[src/design/ghrd_pkg.sv]
// shared widths, timing constants and the trace event word for the fabric glue, import per module
package ghrd_pkg;

  // ==========================================================================
  // board and hps port widths
  // ==========================================================================

  localparam int unsigned key_count       = 2;   // push keys, active low
  localparam int unsigned sw_width        = 4;   // slide switches
  localparam int unsigned led_pio_width   = 7;   // led bits owned by the hps pio
  localparam int unsigned led_width       = 8;   // board led bus, bit 0 is heartbeat

  // reset request lines from the debug source
  // index 0 cold, 1 warm, 2 debug
  localparam int unsigned reset_req_count = 3;

  // hps stm hardware event input
  localparam int unsigned stm_width       = 28;
  localparam int unsigned stm_pad_width   = 15;  // unused top bits, tied low

  // ==========================================================================
  // timing constants, all in fpga_clk_50 cycles
  // ==========================================================================

  // key must hold steady this long before a change is taken
  localparam int unsigned debounce_timeout     = 50000;  // 1 ms at 50 MHz
  localparam int unsigned debounce_count_width = 16;     // holds debounce_timeout

  // reset request pulse widths
  localparam int unsigned cold_pulse_cycles  = 6;
  localparam int unsigned warm_pulse_cycles  = 2;
  localparam int unsigned debug_pulse_cycles = 32;

  // down counter in the pulse extender
  // 6 bits covers widths up to 64 since the counter loads width minus one
  localparam int unsigned pulse_count_width  = 6;

  // heartbeat toggles once per half period
  localparam int unsigned heartbeat_half_period = 25000000;  // 0.5 s at 50 MHz

  // ==========================================================================
  // trace event word
  // ==========================================================================

  // the fabric fills the fields, the stm port takes the raw word
  // field order from msb down matches the hps event bit map
  typedef union packed {
    logic [stm_width-1:0] raw;           // word as the trace unit sees it
    struct packed {
      logic [stm_pad_width-1:0] pad;     // always zero
      logic [sw_width-1:0]      sw;      // switch levels as sampled
      logic [led_pio_width-1:0] led_pio; // led pio value from the hps
      logic [key_count-1:0]     keys;    // debounced keys, low when pressed
    } fields;
  } stm_events_u;

  // 15 + 4 + 7 + 2 bits
  // the struct must fill the raw view exactly for the union to be legal

endpackage

[src/design/key_debounce.sv]
// key synchroniser and debounce filter, one stability counter per key, instantiated by ghrd_fabric
`timescale 1ns/1ps

module key_debounce #(
  parameter int unsigned timeout = ghrd_pkg::debounce_timeout  // stable cycles to accept
) (
  input  logic                           fpga_clk_50,
  input  logic                           hps_fpga_reset_n,
  input  logic [ghrd_pkg::key_count-1:0] key,             // raw keys, async
  output logic [ghrd_pkg::key_count-1:0] debounced_keys   // clean keys, low = pressed
);
  import ghrd_pkg::*;

  // counter value on the last stable cycle before the output follows
  localparam logic [debounce_count_width-1:0] count_last =
    debounce_count_width'(timeout - 1);

  logic [key_count-1:0]            key_meta;    // first sync stage
  logic [key_count-1:0]            key_sync;    // second sync stage, safe to use
  logic [debounce_count_width-1:0] stable_count [key_count];

  // ==========================================================================
  // two flop synchroniser
  // ==========================================================================

  // idle level of the keys is high
  always_ff @(posedge fpga_clk_50 or negedge hps_fpga_reset_n)
  begin
    if (!hps_fpga_reset_n)
    begin
      key_meta <= '1;
      key_sync <= '1;
    end
    else
    begin
      key_meta <= key;
      key_sync <= key_meta;
    end
  end

  // ==========================================================================
  // stability counters
  // ==========================================================================

  // a key only differs from its output while a change is pending
  // any bounce back to the old level clears the count at once
  // so a glitch shorter than timeout never reaches the output
  always_ff @(posedge fpga_clk_50 or negedge hps_fpga_reset_n)
  begin
    if (!hps_fpga_reset_n)
    begin
      for (int i = 0; i < key_count; i++)
      begin
        stable_count[i] <= '0;
      end
      debounced_keys <= '1;                         // released
    end
    else
    begin
      for (int i = 0; i < key_count; i++)
      begin
        if (key_sync[i] == debounced_keys[i])
        begin
          stable_count[i] <= '0;                    // nothing pending
        end
        else if (stable_count[i] == count_last)
        begin
          stable_count[i]   <= '0;
          debounced_keys[i] <= key_sync[i];         // held long enough, take it
        end
        else
        begin
          stable_count[i] <= stable_count[i] + 1'b1;
        end
      end
    end
  end

  // latency from a clean edge on key is timeout + 2 cycles
  // two for the synchroniser and timeout for the count

endmodule

[src/design/reset_pulse_extender.sv]
// rising edge detector that stretches one reset request into a fixed width active low pulse
`timescale 1ns/1ps

module reset_pulse_extender #(
  parameter int unsigned pulse_cycles = 1  // output low time, 1 up to 64
) (
  input  logic fpga_clk_50,
  input  logic hps_fpga_reset_n,
  input  logic request,       // level from the debug source, active high
  output logic reset_req_n    // request to the hps, active low
);
  import ghrd_pkg::*;

  // busy runs for pulse_cycles, so the counter starts one lower
  localparam logic [pulse_count_width-1:0] count_load =
    pulse_count_width'(pulse_cycles - 1);

  logic                         req_q;    // request one cycle ago
  logic                         rise;     // low to high seen this cycle
  logic                         busy;     // pulse in progress
  logic [pulse_count_width-1:0] count;    // cycles left in the pulse

  assign rise = request & ~req_q;

  // ==========================================================================
  // edge detect and pulse counter
  // ==========================================================================

  // edge at clock n sets busy, output follows busy at clock n+1
  // a new edge is only taken when busy is clear and the output is back high
  // so nothing can stretch or retrigger a pulse that is still running
  always_ff @(posedge fpga_clk_50 or negedge hps_fpga_reset_n)
  begin
    if (!hps_fpga_reset_n)
    begin
      req_q       <= 1'b0;
      busy        <= 1'b0;
      count       <= '0;
      reset_req_n <= 1'b1;                 // no request out of reset
    end
    else
    begin
      req_q       <= request;
      reset_req_n <= ~busy;                // registered, one cycle behind busy

      if (busy)
      begin
        if (count == '0)
        begin
          busy <= 1'b0;                    // last cycle of the pulse
        end
        else
        begin
          count <= count - 1'b1;
        end
      end
      else if (rise && reset_req_n)
      begin
        busy  <= 1'b1;                     // start a new pulse
        count <= count_load;
      end
    end
  end

  // busy is high for pulse_cycles clocks
  // reset_req_n is low for the same count one clock later
  // request rising after edge 0 shows low from edge 2

endmodule

[src/design/heartbeat_led.sv]
// free running divider toggling the heartbeat led every half period, shows clock and reset alive
`timescale 1ns/1ps

module heartbeat_led #(
  parameter int unsigned half_period = ghrd_pkg::heartbeat_half_period  // cycles per toggle
) (
  input  logic fpga_clk_50,
  input  logic hps_fpga_reset_n,
  output logic heartbeat          // to led 0
);

  // just wide enough for half_period - 1
  localparam int unsigned count_width = (half_period > 1) ? $clog2(half_period) : 1;
  localparam logic [count_width-1:0] count_wrap = count_width'(half_period - 1);

  logic [count_width-1:0] count;

  // ==========================================================================
  // divider
  // ==========================================================================

  // count runs 0 .. half_period - 1 and flips the led on each wrap
  // first rise lands half_period clocks after reset release
  always_ff @(posedge fpga_clk_50 or negedge hps_fpga_reset_n)
  begin
    if (!hps_fpga_reset_n)
    begin
      count     <= '0;
      heartbeat <= 1'b0;                   // led off out of reset
    end
    else if (count == count_wrap)
    begin
      count     <= '0;
      heartbeat <= ~heartbeat;             // half period done
    end
    else
    begin
      count <= count + 1'b1;
    end
  end

  // 25 bits at the default half period
  // full led period is two half periods, 1 s on the board

endmodule

[src/design/ghrd_fabric.sv]
// fabric glue top beside the hps, key debounce, reset request pulses, heartbeat and stm events
`timescale 1ns/1ps

module ghrd_fabric #(
  parameter int unsigned debounce_cycles  = ghrd_pkg::debounce_timeout,      // key settle time
  parameter int unsigned heartbeat_cycles = ghrd_pkg::heartbeat_half_period  // led half period
) (
  input  logic                                 fpga_clk_50,
  input  logic                                 hps_fpga_reset_n,
  input  logic [ghrd_pkg::key_count-1:0]       key,               // push keys, active low
  input  logic [ghrd_pkg::sw_width-1:0]        sw,                // slide switches
  input  logic [ghrd_pkg::led_pio_width-1:0]   led_pio,           // led pio from the hps
  input  logic [ghrd_pkg::reset_req_count-1:0] reset_req,         // 0 cold, 1 warm, 2 debug
  output logic [ghrd_pkg::led_width-1:0]       led,               // board leds
  output logic [ghrd_pkg::key_count-1:0]       debounced_keys,    // to the button pio
  output logic [ghrd_pkg::stm_width-1:0]       stm_hw_events,     // to the hps stm port
  output logic                                 cold_reset_req_n,
  output logic                                 warm_reset_req_n,
  output logic                                 debug_reset_req_n
);
  import ghrd_pkg::*;

  logic        heartbeat;    // divider output for led 0
  stm_events_u stm_events;   // event word, written by field

  // ==========================================================================
  // key debounce
  // ==========================================================================

  key_debounce #(
    .timeout          (debounce_cycles)
  ) i_key_debounce (
    .fpga_clk_50      (fpga_clk_50),
    .hps_fpga_reset_n (hps_fpga_reset_n),
    .key              (key),
    .debounced_keys   (debounced_keys)
  );

  // ==========================================================================
  // reset request pulses
  // ==========================================================================

  // one extender per request line, widths fixed by the hps reset manager
  reset_pulse_extender #(
    .pulse_cycles     (cold_pulse_cycles)
  ) i_cold_reset_pulse (
    .fpga_clk_50      (fpga_clk_50),
    .hps_fpga_reset_n (hps_fpga_reset_n),
    .request          (reset_req[0]),
    .reset_req_n      (cold_reset_req_n)
  );

  reset_pulse_extender #(
    .pulse_cycles     (warm_pulse_cycles)
  ) i_warm_reset_pulse (
    .fpga_clk_50      (fpga_clk_50),
    .hps_fpga_reset_n (hps_fpga_reset_n),
    .request          (reset_req[1]),
    .reset_req_n      (warm_reset_req_n)
  );

  reset_pulse_extender #(
    .pulse_cycles     (debug_pulse_cycles)
  ) i_debug_reset_pulse (
    .fpga_clk_50      (fpga_clk_50),
    .hps_fpga_reset_n (hps_fpga_reset_n),
    .request          (reset_req[2]),
    .reset_req_n      (debug_reset_req_n)
  );

  // ==========================================================================
  // heartbeat and led bus
  // ==========================================================================

  heartbeat_led #(
    .half_period      (heartbeat_cycles)
  ) i_heartbeat_led (
    .fpga_clk_50      (fpga_clk_50),
    .hps_fpga_reset_n (hps_fpga_reset_n),
    .heartbeat        (heartbeat)
  );

  assign led = {led_pio, heartbeat};   // pio on the upper seven, heartbeat on led 0

  // ==========================================================================
  // stm hardware event word
  // ==========================================================================

  // fields go in by name, the trace unit gets the flat word
  always_comb
  begin
    stm_events.fields.pad     = '0;
    stm_events.fields.sw      = sw;
    stm_events.fields.led_pio = led_pio;
    stm_events.fields.keys    = debounced_keys;   // registered in key_debounce
  end

  assign stm_hw_events = stm_events.raw;

endmodule

[config.mk]
export PLATFORM = sky130hd
export DESIGN_NAME = ghrd_fabric
export DESIGN_NICKNAME = d
export VERILOG_FILES = /design/src/design/ghrd_pkg.sv /design/src/design/key_debounce.sv /design/src/design/reset_pulse_extender.sv /design/src/design/heartbeat_led.sv /design/src/design/ghrd_fabric.sv
export SDC_FILE = /design/constraint.sdc
export NUM_CORES = 1
export LEC_CHECK = 0
export BUFFER_PORTS_ARGS = -buffer_cell sky130_fd_sc_hd__buf_2
export CORE_MARGIN = 8
export CORE_UTILIZATION = 29
export DETAILED_ROUTE_END_ITERATION = 10
export PLACE_DENSITY = 0.56
export SETUP_SLACK_MARGIN = 0.2
export SLEW_MARGIN = 5
export SYNTH_ARGS = -nofsm -noshare
export SYNTH_HDL_FRONTEND = slang
export SYNTH_HIERARCHICAL = 1
export SYNTH_SLANG_ARGS = --single-unit
export TNS_END_PERCENT = 50
[constraint.sdc]
create_clock -name fpga_clk_50 -period 3 [get_ports fpga_clk_50]
set_input_delay 0.45 -clock fpga_clk_50 [delete_from_list [all_inputs] [get_ports fpga_clk_50]]
set_output_delay 0.45 -clock fpga_clk_50 [all_outputs]
set_load 0.05 [all_outputs]
==> summary.md, run 1 <==
| Metric | Value |
|---|---|
| # diodes | `0` |
| Fraction of layout cells with a size suffix above 1 | `13.3%` |
| Final min period | `between 2000 and 2500 ps` |
| Port Buffers | `14` |
| Vias in the first global route | `3,342` |
| Worst clock skew | `5.30 ps` |
| DRC | `0` |
| Vias | `3,321` |
| Die W | `145 µm` |
| Post-Route WL | `8700 µm` |
| Initial antenna violation count | `0` |
| Die area | `21,100 µm²` |
| Die Ht | `~150 µm` |
| TritonCTS clock tree | `done` |
| Initial Util | `29.5%` |
| Hold Path Class | `input pin to asynchronous set/reset pin` |
| Num rows | `47` |
| Hold Fails Final Rpt | `0` |
| Largest net degree at the start of global routing | `92` |
| Max clock buf depth | `2` |
| Power per cell area | `614 nW/µm²` |
| Final period utilization | `70.3%` |
| Post-CTS Resized | `0` |
| First-pass DRT Iterations | `4` |
| Worst-Margin Slew | `893 ps` |
| Worst setup SP type | `flop` |
| Final setup TNS | `0 ps` |
| Num CTS Buffers | `9` |
| Post-layout net count | `497` |
| Mapped cell area | `4850 µm²` |
| Synthesized instance count | `475` |
| Unique masters post-synth | `63` |
| Fillers | `about 1,700` |
| P_leak | `0.00222 µW` |
| EDFF count, synth | `0` |
| Max Freq | `0.474 GHz` |
| Gr usage total | `8.63%` |
| Slack of the worst reg-to-reg path | `890 ps` |
| # Max-Cap Violations | `0` |
| WP data arrival | `2290 ps` |
| Synth Flop Type | `dfrtp_1` |
| WL/cell | `about 13 µm` |
| Reg2reg path depth | `5` |
| Count of final setup violators | `0` |
| H-tree depth | `3` |
| Outcome | `complete, no violations` |
| Hpwl dp | `5910 µm` |
| Initial DRC count | `about 170` |
| Sequential cell area | `2290 µm²` |
| Worst-path fanout max | `14` |
| Critical Path Sink Type | `flop` |
| Final Max Slew Viols | `0` |
| Top Ports | `59` |
| Area occupied by multi-input gates | `2190 µm²` |
| Yosys Warn Count | `6` |
| Post-route ant nets | `0` |
| Design area | `5220 µm²` |
| Gp weighted congestion | `0.765` |
| Post-CTS setup buffer count | `0` |
| Reg-to-Reg Start | `i_heartbeat_led/count[0]$_DFF_PN0_` |
| Worst vdd ir | `0.425 mV` |
| Avg Cell Area, Syn | `10.2 µm²` |
| Global-route wire length before repair | `between 15,000 and 20,000 µm` |
| Worst r2r dst | `i_heartbeat_led/heartbeat$_DFFE_PN0N_` |
| Clock latency on the worst-skew pair | `340 ps` |
| WP data required | `3180 ps` |
| Via density | `4.78` |
| Overflow after GRT | `0` |
| WS Path Type | `flop to flop` |
| RSZ-0062 raised after global routing | `no` |
| Core ar. | `16,500 µm²` |
| Sequential share of the synthesized area | `between 40% and 50%` |
| Area after DPL | `4930 µm²` |
| Post-CTS Hold Buffers | `0` |
| Area delta synth->final | `7.61%` |
| Clock-pin slew on the worst setup and hold paths | `60 ps` |
| Clk sink count | `91` |
| Ys async rst share | `100%` |
| Synthesis-stage register bit count | `between 90 and 100` |
| Root buf cell | `clkbuf_16` |
| Slew headroom | `40.2%` |
[how the worst max path moves through the flow]
stage                                              start                                         to  slack [ps]  depth (start not counted)
4_1_cts               i_heartbeat_led/count[0]$_DFF_PN0_      i_heartbeat_led/heartbeat$_DFFE_PN0N_         900                          5
6_report              i_heartbeat_led/count[0]$_DFF_PN0_      i_heartbeat_led/heartbeat$_DFFE_PN0N_         890                          5
3_5_place_dp   i_key_debounce/stable_count[16]$_DFF_PN0_  i_key_debounce/stable_count[28]$_DFF_PN0_         910                          4
3_3_place_gp   i_key_debounce/stable_count[11]$_DFF_PN0_  i_key_debounce/stable_count[14]$_DFF_PN0_         980                          4
5_1_grt        i_key_debounce/stable_count[28]$_DFF_PN0_  i_key_debounce/stable_count[25]$_DFF_PN0_         700                          4
2_1_floorplan   i_key_debounce/stable_count[5]$_DFF_PN0_  i_key_debounce/stable_count[10]$_DFF_PN0_        1310                          4
[cells in the mapped netlist (6+ instances only)]
master	count	area, µm²
a21oi_1	12	60.1
buf_4	40	300
dfrtp_1	82	2050
dfstp_2	9	236
ha_1	9	113
inv_1	23	86.3
nand2_1	25	93.8
nand3_1	27	135
nand4_1	15	93.8
nor2_1	52	195
nor3_1	15	75.1
nor4_1	10	62.6
o21ai_0	10	50.1
o31ai_1	7	52.6
or3_1	11	68.8
or4_1	6	45.0
xnor2_1	30	263
xor2_1	11	96.3
[worst max-delay path: stages (launching register included)]
cell	delay, ps
dfrtp_1	400
ha_1	190
and3_1	280
nand2_1	220
nor4_4	710
xor2_1	150
[cells by family (layout without fill, tap and decap cells)]
kind of cell	Yosys count	count (layout)	share of synthesized area (%)
xor+xnor	41	41	7.40
buf+inv	68	54	8.87
fa+ha+maj	9	9	2.32
mux	6	6	1.29
simple gates	205	205	24.2
other cells	1	15	0.0773
compound gates	54	54	8.64
flops	91	91	47.2
[metrics by stage]
stage | hold WS [ps] | worst slack [ps] | cells | utilization (%) | power [µW]
global route | 191 | 701 | 695 | 31.7 | 3410
global placement | 347 | 981 | 679 | 29.9 | 2110
CTS | 165 | 897 | 695 | 31.7 | 3250
detailed placement | 348 | 915 | 679 | 29.9 | 2140
floorplan | 154 | 1310 | 489 | - | 2070
finish | 131 | 891 | 695 | 31.7 | 3210
[per-layer routing]
layer / part of all wire, % / GRT usage (%)
met4: 2.0 / 4.37
met3: 4.0 / 2.36
met5: 0 / 0
met2: 45 / 13.5
met1: 49 / 10.8
[layout make-up]
type	count	area share [%]
clock buffers	13	5.18
clock inverters	3	0.431
inverters	23	1.65
multi-input cells	330	41.9
flip-flops and latches	91	43.8
well taps	220	5.27
repair buffers	15	1.77
[power by group]
group | internal [µW] | switching, µW
Combinational | 235 | 377
Clock | 632 | 464
Sequential | 1350 | 145
Total | 2220 | 986
[layout by cell type (no fill, tap or decap), drive strengths merged, types with 3 or more instances in the layout]
| cell | synthesis | final |
|---|---|---|
| clkinv | 0 | 3 |
| or4 | 6 | 6 |
| o311ai | 4 | 4 |
| a211o | 3 | 3 |
| nand3b | 4 | 4 |
| nor4 | 11 | 11 |
| a21oi | 13 | 13 |
| clkbuf | 0 | 13 |
| nor2 | 52 | 52 |
| and3 | 4 | 4 |
| o21ai | 11 | 11 |
| xnor2 | 30 | 30 |
| buf | 45 | 15 |
| dfrtp | 82 | 82 |
| o211ai | 3 | 3 |
| and4 | 6 | 6 |
| conb | 1 | 15 |
| mux2i | 4 | 4 |
| o31ai | 7 | 7 |
| nand3 | 28 | 28 |
| nor3 | 16 | 16 |
| ha | 9 | 9 |
| nand2 | 25 | 25 |
| nor3b | 4 | 4 |
| nor4b | 4 | 4 |
| nand4 | 18 | 18 |
| xor2 | 11 | 11 |
| or2 | 3 | 3 |
| or3 | 11 | 11 |
| inv | 23 | 23 |
| dfstp | 9 | 9 |
[state kept, by name, summed over array words and instances (netlist names)]
register,count
i_key_debounce/stable_count,32
i_heartbeat_led/count,25
i_cold_reset_pulse/count,6
i_debug_reset_pulse/count,6
i_warm_reset_pulse/count,6
i_key_debounce/debounced_keys,2
i_key_debounce/key_meta,2
i_key_debounce/key_sync,2
i_cold_reset_pulse/busy,1
i_cold_reset_pulse/req_q,1
i_cold_reset_pulse/reset_req_n,1
i_debug_reset_pulse/busy,1
i_debug_reset_pulse/req_q,1
i_debug_reset_pulse/reset_req_n,1
i_heartbeat_led/heartbeat,1
i_warm_reset_pulse/busy,1
i_warm_reset_pulse/req_q,1
i_warm_reset_pulse/reset_req_n,1
(Power assumes the default switching activity.)
==> run 2: changes to the inputs <==
--- a/config.mk
+++ b/config.mk
@@ -9,7 +9,7 @@
 export CORE_MARGIN = 8
 export CORE_UTILIZATION = 29
 export DETAILED_ROUTE_END_ITERATION = 10
-export PLACE_DENSITY = 0.56
+export PLACE_DENSITY = 0.57
 export SETUP_SLACK_MARGIN = 0.2
 export SLEW_MARGIN = 5
 export SYNTH_ARGS = -nofsm -noshare
==> constraint.sdc (replaced) <==
create_clock -name fpga_clk_50 -period 1.9 [get_ports fpga_clk_50]
set_input_delay 0.285 -clock fpga_clk_50 [delete_from_list [all_inputs] [get_ports fpga_clk_50]]
set_output_delay 0.285 -clock fpga_clk_50 [all_outputs]
set_load 0.05 [all_outputs]
==> run 2 against run 1 <==
Net effect: sequential power up 58%; clock-buffer cell count down 1; utilization is 2.0 points higher; global-route usage increased by 0.36 points; critical path depth increased by 1; sequential cell count stayed put; sequential share of layout area decreased by 2.5 points; worst hold slack got worse by 97 ps; setup slack got worse by 680 ps; clock skew fell by 1.3 ps.
==> summary.md, run 2 (synthesis results as in run 1) <==
| Metric | Value |
|---|---|
| Outcome | `complete, no violations` |
| Max clock buf depth | `2` |
| WS Path Type | `flop to flop` |
| Switching pwr | `1550 µW` |
| Critical Path Sink Type | `flop` |
| Initial Util | `29.5%` |
| Die area | `21,100 µm²` |
| Final min period | `around 1700 ps` |
| Area delta synth->final | `14.5%` |
| Root buf cell | `clkbuf_16` |
| Initial antenna violation count | `0` |
| Hold Path Class | `input pin to flop` |
| Post-route insts no fill | `slightly above 700` |
| Die Ht | `145 µm` |
| Vias | `~3,500` |
| Die W | `145 µm` |
| TritonCTS clock tree | `done` |
| Placed Cells | `slightly below 700` |
| RSZ-0062 raised after global routing | `yes` |
| PnR Total Power | `5310 µW` |
| Num rows | `47` |
| Fraction of layout cells with a size suffix above 1 | `22.3%` |
| Post-layout net count | `520` |
| H-tree depth | `3` |
| # Max-Cap Violations | `0` |
| Via density | `around 5` |
| Max Freq | `around 0.59 GHz` |
| Post-route ant nets | `0` |
| Worst-path fanout max | `9` |
| Commonest non-fill, non-tap cells in the layout | `dfrtp_1 (75), nor2_1 (52), xnor2_1 (30)` |
| Worst vdd ir | `0.471 mV` |
| Power Internal | `~3800 µW` |
| Final period utilization | `around nine tenths` |
| Logic gate share of total power | `a little under a fifth` |
| Largest net degree at the start of global routing | `58` |
| Switching Share | `29.3%` |
| Final setup TNS | `0 ps` |
| Initial DRC count | `248` |
| Port Buffers | `14` |
| Worst clock skew | `slightly below 4 ps` |
| Worst-Margin Slew | `roughly 630 ps` |
| First-pass DRT Iterations | `4` |
| Top Ports | `59` |
| Slack of the worst reg-to-reg path | `210 ps` |
| Top reg by flops | `i_key_debounce/stable_count` |
| Gp weighted congestion | `a little under 0.8` |
| Clock latency on the worst-skew pair | `between 300 and 400 ps` |
| Count of final setup violators | `0` |
| Largest regs | `i_key_debounce/stable_count x32, i_heartbeat_led/count x25` |
| Vias in the first global route | `3,354` |
| Crit path largest cell delay | `420 ps` |
| Worst hold slack | `33.7 ps` |
| Hpwl dp | `approximately 6500 µm` |
| Clock-pin slew on the worst setup and hold paths | `60 ps` |
| Clk sink count | `between 90 and 100` |
| Max reg flops | `32` |
| Num CTS Buffers | `9` |
| DRC | `0` |
| Gr usage total | `under 10%` |
| WL/cell | `13.2 µm` |
| WP data arrival | `between 1500 and 2000 ps` |
| Sequential power share | `44.6%` |
| Most common cell after layout, fill and taps aside | `dfrtp_1` |
| Clock power share | `36.7%` |
| CP Cell Sequence | `ha_2 -> and3_4 -> nand4_1 -> buf_6 -> or4_1 -> a21oi_2` |
| Core ar. | `16,500 µm²` |
| Slew headroom | `between 50% and 60%` |
| Hold Fails Final Rpt | `0` |
| Fin util | `33.7%` |
| Final Max Slew Viols | `0` |
| WP data required | `2180 ps` |
| Post-Route WL | `9480 µm` |
| Overflow after GRT | `0` |
| # diodes | `0` |
| Slowest stage cell, crit path | `or4_1` |
| Global-route wire length before repair | `15,900 µm` |
| P_leak | `between 0.002 and 0.0025 µW` |
| Power per cell area | `956 nW/µm²` |
| Worst setup SP type | `flop` |
-- run 2: cell count changes in the layout (fill, tap and decap cells not counted), sizes merged --
cell and change:
clkinv -2, nand4 +1, bufinv +2, dlygate4sd3 +1, buf +21, clkbuf -1, clkinvlp +1
-- run 2: path summary, 6_finish.rpt --
kind,from,end,depth (start not counted)
setup / recovery,i_heartbeat_led/count[0]$_DFF_PN0_,i_heartbeat_led/count[20]$_DFF_PN0_,6
hold / removal,key[1],i_key_debounce/key_meta[1]$_DFF_PN1_,1
setup reg to reg,i_heartbeat_led/count[0]$_DFF_PN0_,i_heartbeat_led/count[20]$_DFF_PN0_,6
hold reg to reg,i_key_debounce/key_meta[0]$_DFF_PN1_,i_key_debounce/key_sync[0]$_DFF_PN1_,0
max in group asynchronous,hps_fpga_reset_n,i_key_debounce/key_sync[1]$_DFF_PN1_,3
min in group asynchronous,hps_fpga_reset_n,i_debug_reset_pulse/req_q$_DFF_PN0_,2
-- run 2: through the flow --
| step | setup WS (ps) | area (µm²) |
|---|---|---|
| floorplan | 212 | 4900 |
| global placement | 201 | 5000 |
| detailed placement | 110 | 5000 |
| CTS | 164 | 5380 |
| global route | 111 | 5560 |
| finish | 212 | 5560 |
-- run 2: what timing repair did --
action / CTS / global route
pin swaps: 3 / 6
setup buffers: 2 / 9
hold buffers: 1 / 0
endpoints found under the hold margin: 21 / 0
endpoints found under the setup margin: 41 / 54
resized for setup: 8 / 27
cloned: 0 / 2
-- run 2: area by class of cell --
cell class              count  area (µm²)
clock buffers              12         256
clock inverters             4        72.6
fillers                  1653       10900
inverters                  23        86.3
multi-input cells         331        2300
flip-flops and latches     91        2300
well taps                 220         275
repair buffers             37         272
-- run 2: critical path: cells and delay by family, from the launching register on --
| kind | cells | cell delay, ps |
|---|---|---|
| AOI/OAI and AO/OA | 1 | 130 |
| buffers and inverters | 1 | 170 |
| and+or+nand+nor | 3 | 720 |
| adders and majority gates | 1 | 200 |
| DFF | 1 | 400 |
-- run 2: power by group through the flow --
stage | Sequential, µW | Combinational (µW) | Clock [µW]
after global routing | 2400 | 1120 | 2100
after global placement | 2390 | 950 | 0
after floorplan | 2390 | 874 | 0
final | 2370 | 991 | 1950
after CTS | 2370 | 992 | 2010
after detailed placement | 2400 | 989 | 0
-- run 2: layer usage --
metal | up-vias | GRT usage [%] | wire length (µm)
met1 | 1720 | 10.4 | 4130
met2 | 81 | 14.8 | 4710
met5 | - | 0 | 0
met3 | 14 | 2.61 | 438
li1 | 1678 | - | -
met4 | 0 | 4.84 | 194
